===== config.mk =====
export PLATFORM = sky130hd
export DESIGN_NAME = mbox_top
export DESIGN_NICKNAME = d
export VERILOG_FILES = /design/src/hw/cluster_ctrl_pkg.sv /design/src/hw/mbox_msg_pkg.sv /design/src/hw/mbox_dispatch.sv /design/src/hw/mbox_fifo.sv /design/src/hw/mbox_host_port.sv /design/src/hw/mbox_top.sv
export VERILOG_INCLUDE_DIRS = /design/src /design/src/hw
export SDC_FILE = /design/constraint.sdc
export NUM_CORES = 1
export LEC_CHECK = 0
export ABC_AREA = 1
export BUFFER_PORTS_ARGS = -buffer_cell sky130_fd_sc_hd__buf_2
export CAP_MARGIN = 0
export CORE_MARGIN = 1
export CORE_UTILIZATION = 40
export CTS_CLUSTER_DIAMETER = 200
export DETAILED_ROUTE_END_ITERATION = 6
export PLACE_DENSITY = 0.57
export SYNTH_ARGS = -nofsm -noshare
export SYNTH_HDL_FRONTEND = slang
export SYNTH_SLANG_ARGS = --single-unit

===== constraint.sdc =====
create_clock -name clk_i -period 3.9 [get_ports clk_i]
set_input_delay 0.78 -clock clk_i [delete_from_list [all_inputs] [get_ports clk_i]]
set_output_delay 0.78 -clock clk_i [all_outputs]
set_load 0.005 [all_outputs]

===== src/hw/mbox_defines.svh =====
//////////////////////////////////////////////////
// Sizing macros for the host-to-device mailbox.
// Include this file wherever mailbox depth, word
// width or cluster count is needed.
//////////////////////////////////////////////////

`ifndef MBOX_DEFINES_SVH
`define MBOX_DEFINES_SVH

// number of words the mailbox FIFO can hold
`define MBOX_DEPTH 8

// mailbox word width in bits
`define MBOX_WORD_W 32

// host address width in bits
`define MBOX_ADDR_W 32

// host address of the mailbox data register
`define MBOX_BASE_ADDR 32'h0000_1000

// clusters under fetch-enable control
`define N_CLUSTERS 4

`endif


===== src/hw/cluster_ctrl_pkg.sv =====
//////////////////////////////////////////////////
// Cluster control types: cluster ids and the
// per-cluster fetch-enable mask.
//////////////////////////////////////////////////

`default_nettype none

`include "mbox_defines.svh"

package cluster_ctrl_pkg;

  // same width as the id field of a message
  typedef logic [5:0] cluster_id_t;

  // one fetch-enable bit per cluster
  typedef logic [`N_CLUSTERS-1:0] cluster_mask_t;

endpackage

`default_nettype wire


===== src/hw/mbox_msg_pkg.sv =====
//////////////////////////////////////////////////
// Mailbox message format: command codes, the
// message layout and the word union that lets a
// word be read as raw data or as a message.
//////////////////////////////////////////////////

`default_nettype none

`include "mbox_defines.svh"

package mbox_msg_pkg;

  // command in the upper two bits of a word
  typedef enum logic [1:0] {
    CMD_DATA      = 2'd0,
    CMD_FETCH_SET = 2'd1,
    CMD_FETCH_CLR = 2'd2,
    // delivered to the device like data
    CMD_RSVD      = 2'd3
  } mbox_cmd_e;

  // message view, msb first
  typedef struct packed {
    mbox_cmd_e   cmd;
    logic [5:0]  cluster_id;
    logic [23:0] payload;
  } mbox_msg_t;

  // one mailbox word, two ways to look at it
  typedef union packed {
    logic [`MBOX_WORD_W-1:0] raw;
    mbox_msg_t               msg;
  } mbox_word_u;

endpackage

`default_nettype wire


===== src/hw/mbox_dispatch.sv =====
//////////////////////////////////////////////////
// Mailbox consumer. Pops words in order, holds
// data words for the device until acknowledged and
// applies fetch-enable commands to the clusters.
//////////////////////////////////////////////////

`timescale 1ns/1ns
`default_nettype none

`include "mbox_defines.svh"

module mbox_dispatch (
  input  logic                          clk_i,
  input  logic                          reset_i,
  input  mbox_msg_pkg::mbox_word_u      head_word_i,
  input  logic                          empty_i,
  input  logic                          dev_ack_i,
  output logic                          pop_o,
  output mbox_msg_pkg::mbox_word_u      dev_data_o,
  output logic                          dev_valid_o,
  output logic                          mbox_irq_o,
  output cluster_ctrl_pkg::cluster_mask_t cl_fetch_en_o
);
  import mbox_msg_pkg::*;
  import cluster_ctrl_pkg::*;

  mbox_word_u    data_q;
  logic          valid_q;
  cluster_mask_t fetch_en_q;
  mbox_cmd_e     cmd;
  cluster_id_t   cl_id;
  logic          is_fetch;

  // head word read as a message
  assign cmd      = head_word_i.msg.cmd;
  assign cl_id    = head_word_i.msg.cluster_id;
  assign is_fetch = (cmd == CMD_FETCH_SET) || (cmd == CMD_FETCH_CLR);

  // only take a word when nothing is waiting for the device
  assign pop_o = !empty_i && !valid_q;

  always_ff @(posedge clk_i) begin
    if (reset_i) begin
      valid_q <= 1'b0;
    end else if (pop_o && !is_fetch) begin
      valid_q <= 1'b1;
    end else if (dev_ack_i) begin
      valid_q <= 1'b0;
    end
  end

  // data and reserved commands go out as raw words
  always_ff @(posedge clk_i) begin
    if (pop_o && !is_fetch) begin
      data_q <= head_word_i;
    end
  end

  // ids at or above the cluster count match no bit
  always_ff @(posedge clk_i) begin
    if (reset_i) begin
      fetch_en_q <= '0;
    end else if (pop_o && is_fetch) begin
      for (int i = 0; i < `N_CLUSTERS; i++) begin
        if (cl_id == cluster_id_t'(i)) begin
          fetch_en_q[i] <= (cmd == CMD_FETCH_SET);
        end
      end
    end
  end

  assign dev_data_o    = data_q;
  assign dev_valid_o   = valid_q;
  assign mbox_irq_o    = valid_q;
  assign cl_fetch_en_o = fetch_en_q;

  a_ack_when_valid : assert property (
    @(posedge clk_i) disable iff (reset_i)
    dev_ack_i |-> dev_valid_o
  ) else $error("device ack without a pending mailbox word");

endmodule

`default_nettype wire


===== src/hw/mbox_fifo.sv =====
//////////////////////////////////////////////////
// Circular word buffer between the host port and
// the dispatcher. Push and pop may happen in the
// same cycle; the host port guards against overflow.
//////////////////////////////////////////////////

`timescale 1ns/1ns
`default_nettype none

`include "mbox_defines.svh"

module mbox_fifo (
  input  logic                             clk_i,
  input  logic                             reset_i,
  input  logic                             push_i,
  input  mbox_msg_pkg::mbox_word_u         push_word_i,
  input  logic                             pop_i,
  output mbox_msg_pkg::mbox_word_u         head_word_o,
  output logic                             empty_o,
  output logic [$clog2(`MBOX_DEPTH+1)-1:0] count_o
);
  import mbox_msg_pkg::*;

  localparam int unsigned PTR_W = $clog2(`MBOX_DEPTH);
  localparam int unsigned CNT_W = $clog2(`MBOX_DEPTH + 1);

  mbox_word_u       mem_q [`MBOX_DEPTH];
  logic [PTR_W-1:0] wr_ptr_q;
  logic [PTR_W-1:0] rd_ptr_q;
  logic [CNT_W-1:0] count_q;
  logic             full;

  assign full = (count_q == CNT_W'(`MBOX_DEPTH));

  // storage
  always_ff @(posedge clk_i) begin
    if (push_i) begin
      mem_q[wr_ptr_q] <= push_word_i;
    end
  end

  // pointers wrap at the last entry
  always_ff @(posedge clk_i) begin
    if (reset_i) begin
      wr_ptr_q <= '0;
      rd_ptr_q <= '0;
    end else begin
      if (push_i) begin
        wr_ptr_q <= (wr_ptr_q == PTR_W'(`MBOX_DEPTH - 1)) ? '0 : wr_ptr_q + 1'b1;
      end
      if (pop_i) begin
        rd_ptr_q <= (rd_ptr_q == PTR_W'(`MBOX_DEPTH - 1)) ? '0 : rd_ptr_q + 1'b1;
      end
    end
  end

  always_ff @(posedge clk_i) begin
    if (reset_i) begin
      count_q <= '0;
    end else begin
      case ({push_i, pop_i})
        2'b10:   count_q <= count_q + 1'b1;
        2'b01:   count_q <= count_q - 1'b1;
        default: count_q <= count_q;
      endcase
    end
  end

  assign head_word_o = mem_q[rd_ptr_q];
  assign empty_o     = (count_q == '0);
  assign count_o     = count_q;

  // the host port must have counted the word in flight
  a_no_push_full : assert property (
    @(posedge clk_i) disable iff (reset_i)
    !(push_i && full)
  ) else $error("push into a full mailbox FIFO");

  a_no_pop_empty : assert property (
    @(posedge clk_i) disable iff (reset_i)
    !(pop_i && empty_o)
  ) else $error("pop from an empty mailbox FIFO");

endmodule

`default_nettype wire


===== src/hw/mbox_host_port.sv =====
//////////////////////////////////////////////////
// Host write port of the mailbox. Decodes each
// host write, drops bad addresses and writes that
// would overflow, and registers the push.
//////////////////////////////////////////////////

`timescale 1ns/1ns
`default_nettype none

`include "mbox_defines.svh"

module mbox_host_port (
  input  logic                             clk_i,
  input  logic                             reset_i,
  input  logic                             host_wr_i,
  input  logic [`MBOX_ADDR_W-1:0]          host_addr_i,
  input  mbox_msg_pkg::mbox_word_u         host_wdata_i,
  input  logic [$clog2(`MBOX_DEPTH+1)-1:0] count_i,
  output logic                             push_o,
  output mbox_msg_pkg::mbox_word_u         push_word_o,
  output logic                             host_full_o,
  output logic                             host_err_o
);
  import mbox_msg_pkg::*;

  localparam int unsigned CNT_W = $clog2(`MBOX_DEPTH + 1);

  logic [CNT_W-1:0] level;
  logic             addr_hit;
  logic             accept;
  logic             push_q;
  logic             err_q;
  mbox_word_u       word_q;

  // occupancy once the registered word lands
  assign level = count_i + CNT_W'(push_q);

  assign addr_hit    = (host_addr_i == `MBOX_BASE_ADDR);
  assign host_full_o = (level >= CNT_W'(`MBOX_DEPTH));
  assign accept      = host_wr_i && addr_hit && !host_full_o;

  always_ff @(posedge clk_i) begin
    if (reset_i) begin
      push_q <= 1'b0;
      err_q  <= 1'b0;
    end else begin
      push_q <= accept;
      // wrong address or no room
      err_q  <= host_wr_i && !accept;
    end
  end

  always_ff @(posedge clk_i) begin
    if (accept) begin
      word_q <= host_wdata_i;
    end
  end

  assign push_o      = push_q;
  assign push_word_o = word_q;
  assign host_err_o  = err_q;

  a_push_not_err : assert property (
    @(posedge clk_i) disable iff (reset_i)
    !(push_o && host_err_o)
  ) else $error("push and error pulse in the same cycle");

endmodule

`default_nettype wire


===== src/hw/mbox_top.sv =====
//////////////////////////////////////////////////
// Host-to-device mailbox with cluster fetch-enable
// control. Host port, word FIFO and dispatcher in
// a chain; three cycles from write to output.
//////////////////////////////////////////////////

`timescale 1ns/1ns
`default_nettype none

`include "mbox_defines.svh"

module mbox_top (
  input  logic                            clk_i,
  input  logic                            reset_i,
  input  logic                            host_wr_i,
  input  logic [`MBOX_ADDR_W-1:0]         host_addr_i,
  input  mbox_msg_pkg::mbox_word_u        host_wdata_i,
  input  logic                            dev_ack_i,
  output logic                            host_full_o,
  output logic                            host_err_o,
  output mbox_msg_pkg::mbox_word_u        dev_data_o,
  output logic                            dev_valid_o,
  output logic                            mbox_irq_o,
  output cluster_ctrl_pkg::cluster_mask_t cl_fetch_en_o
);
  import mbox_msg_pkg::*;

  logic                             push;
  mbox_word_u                       push_word;
  logic [$clog2(`MBOX_DEPTH+1)-1:0] count;
  mbox_word_u                       head_word;
  logic                             empty;
  logic                             pop;

  mbox_host_port i_host_port (
    .clk_i,
    .reset_i,
    .host_wr_i,
    .host_addr_i,
    .host_wdata_i,
    .count_i      (count),
    .push_o       (push),
    .push_word_o  (push_word),
    .host_full_o,
    .host_err_o
  );

  mbox_fifo i_fifo (
    .clk_i,
    .reset_i,
    .push_i       (push),
    .push_word_i  (push_word),
    .pop_i        (pop),
    .head_word_o  (head_word),
    .empty_o      (empty),
    .count_o      (count)
  );

  mbox_dispatch i_dispatch (
    .clk_i,
    .reset_i,
    .head_word_i  (head_word),
    .empty_i      (empty),
    .dev_ack_i,
    .pop_o        (pop),
    .dev_data_o,
    .dev_valid_o,
    .mbox_irq_o,
    .cl_fetch_en_o
  );

endmodule

`default_nettype wire


==> flow_summary.ini <==
[job]
drv_cap = 0

[synthesis]
yosys-top-cells-area = edfxtp_1 73%, nor2_1 6.1%, o21ai_0 4.1%
synth_cells = 1001
yosysUniqueCellTypes = 30
syn-num-nets = 1078
synth_top_area_share_pct = 73.2
avgSynthCellArea_sq_um = 13.1
yosysTopAreaCell = edfxtp_1
ys_seq_elements = 340
seq_area_frac_synth_pct = 76.3
syn_area_sq_um = 13100
yosys_warnings = 0

[cts]
cts.sinks = 340
clkTransAtPathRegs_ns = 0.06
cts_root_buf = clkbuf_16
clock_path_buffers = 3
cts_tree = yes
htree_levels = 2
ctsHoldBuffers = 0
post_cts_resized = 0
cts-buffers-inserted = 36
cts_setup_buffers = 0
clk_latency_ns = 0.52

[power]
leakagePower_nw = 5.50
cellPowerDensity_nw_per_um2 = 648
power_mw = 9.87
peakVddDrop_uv = 489

[routing]
via_per_inst = 4.89
wirelength_um = 27200
postRouteAntennaNets = 0
drt-pass1-iter-count = 5
drt_iter0_drc = 605
drc_errors = 0
routed-via-count = 7709
wl_per_cell_um = 17.2

[final_layout]
multi_input_area_sq_um = 2650
fill_cells = 2852
diodes = 0
most-common-layout-cells = 320 x edfxtp_1, 203 x nor2_1, 108 x o21ai_0
register_area_sq_um = 10000
final_area_sq_um = 15200
drive_above_1_share_pct = 17.4
nets = 1194
final_cells = 1577
final_common_cell = edfxtp_1
syn2layout_area_growth_pct = 16.1

[placement]
numPortBuffers = 107
place_hpwl_um = 15700
place_congestion = 0.733
placed_cell_area_sq_um = 14100
place_inst = 1514

[worst_setup_path]
r2r_slack_ns = 1.24
crit_path_end_kind = register
reg2regPathDepth = 11
path_max_fanout = 68
r2r-end = i_dispatch.cl_fetch_en_o[3]$_SDFFE_PP0P_
crit_required_ns = 4.29
crit_arrival_ns = 3.04
critical_path_class = register to register
endpoint = i_dispatch.cl_fetch_en_o[3]$_SDFFE_PP0P_
start_kind = register

[sta]
finalCritPeriodShare_pct = 68.1
tightest_slew_ns = 1.01
max_freq_ghz = 0.377
hold_viol = 0
slew_violations = 0
clock_skew_ns = 0.0297
setup_viol = 0
fin_crit_ns = 2.66
grt_setup_unrepaired = no
slew_headroom_pct = 32.8
tns_ns = 0

[global_routing]
antenna_found_initial = 0
grt_pass1_vias = 7558
grt_use_total_pct = 16.6
overflow = 0
grt_max_degree = 101
grt_first_pass_wirelength_um = 42300

[status]
outcome = finished clean

[floorplan]
design.die.area_sq_um = 33500
die_w_um = 183
start_util_pct = 41.2
ios = 108
die_h_um = 183
rows = 65
coreArea_sq_um = 31900

[worst_hold_path]
min-delay-start = host_wdata_i[3]
min_path_type = primary input to register
==> layout make-up <==
class	instances	share of cell area (%)
clock buffers	46	6.44
clock inverters	17	0.764
inverters	62	1.53
multi-input cells	550	17.4
flip-flops and latches	340	65.7
well taps	435	3.57
repair buffers	127	4.58
==> worst min-delay path by stage <==
| stage | end | slack [ns] | cells past startpoint |
|---|---|---|---|
| after CTS | i_host_port.push_word_o[3]$_DFFE_PP_ | 0.42 | 1 |
| final | i_host_port.push_word_o[3]$_DFFE_PP_ | 0.43 | 1 |
| after floorplan | i_dispatch.cl_fetch_en_o[0]$_SDFFE_PP0P_ | 0.48 | 2 |
| after global routing | i_host_port.push_word_o[3]$_DFFE_PP_ | 0.41 | 1 |
| after global placement | i_dispatch.cl_fetch_en_o[0]$_SDFFE_PP0P_ | 0.49 | 2 |
| after detailed placement | i_dispatch.cl_fetch_en_o[0]$_SDFFE_PP0P_ | 0.47 | 2 |
==> state kept, by name, indices dropped and copies added (netlist names), named ones only <==
name,flops
i_dispatch.cl_fetch_en_o,4
i_fifo.mem_q,256
i_dispatch.dev_valid_o,1
i_fifo.count_o,4
i_host_port.host_err_o,1
i_host_port.push_word_o,32
i_host_port.push_o,1
i_fifo.wr_ptr_q,3
i_dispatch.dev_data_o,32
i_fifo.rd_ptr_q,3
==> critical path, cell delays in order, from the launching register on <==
cell and delay (ns):
dfxtp_4 0.37, buf_4 0.48, buf_4 0.69, nand2_1 0.15, nand3_1 0.14, nand3_1 0.10, nand2_2 0.13, nand2_4 0.07
nor2_8 0.16, nand3_1 0.08, nand2_1 0.06, nor2_1 0.05
==> per-stage QoR <==
| stage | hold slack, ns | setup WS, ns | util (%) |
|---|---|---|---|
| 6_report | 0.430 | 1.24 | 47.8 |
| 5_1_grt | 0.409 | 0.992 | 47.8 |
| 4_1_cts | 0.416 | 1.21 | 47.8 |
| 3_5_place_dp | 0.475 | 1.26 | 44.3 |
| 3_3_place_gp | 0.486 | 1.29 | 44.3 |
| 2_1_floorplan | 0.475 | 0.676 | - |
==> cell families (layout without fill, tap and decap cells) <==
kind of cell    Yosys count  count (layout)  share of synthesized area [%]
flops                   340             340                           76.3
xor+xnor                  5               5                          0.334
buf+inv                 111             252                           4.06
compound gates          180             180                           7.40
fa+ha+maj                 9               9                          0.858
simple gates            356             356                           11.1
==> metal layers <==
layer | global-route usage, % | vias up | part of all wire (%)
li1 | - | 3783 | -
met2 | 28.2 | 159 | 50
met3 | 2.68 | 39 | 3.6
met1 | 22.0 | 3728 | 44
met5 | 0 | - | 0
met4 | 4.77 | 0 | 1.9
==> power by group <==
part	switching, mW	total, mW	leakage, nW	internal [mW]
registers	0.112	4.45	3.05	4.33
clock network	1.32	3.17	0.541	1.84
logic	1.52	2.26	1.91	0.740
==> Yosys cell counts <==
master    number
clkbuf_1      18
o22ai_1       27
dfxtp_1       20
nand2_2        4
buf_4          5
or2_2          4
o211a_1        1
nand3b_1       1
edfxtp_1     320
nor3_1         4
buf_2         12
inv_1         60
o21ai_0      108
a21oi_1       12
nor4_1         4
buf_6         11
ha_1           9
inv_2          2
nand2_1       84
nand3_1       38
nand2_4        1
nand4_1        2
xor2_1         4
buf_1          3
nor2_8         1
and2_1         1
a31oi_1       25
nor2_1       212
o21ai_1        7
xnor2_1        1
Note: power is estimated with default switching activity, not from simulation.
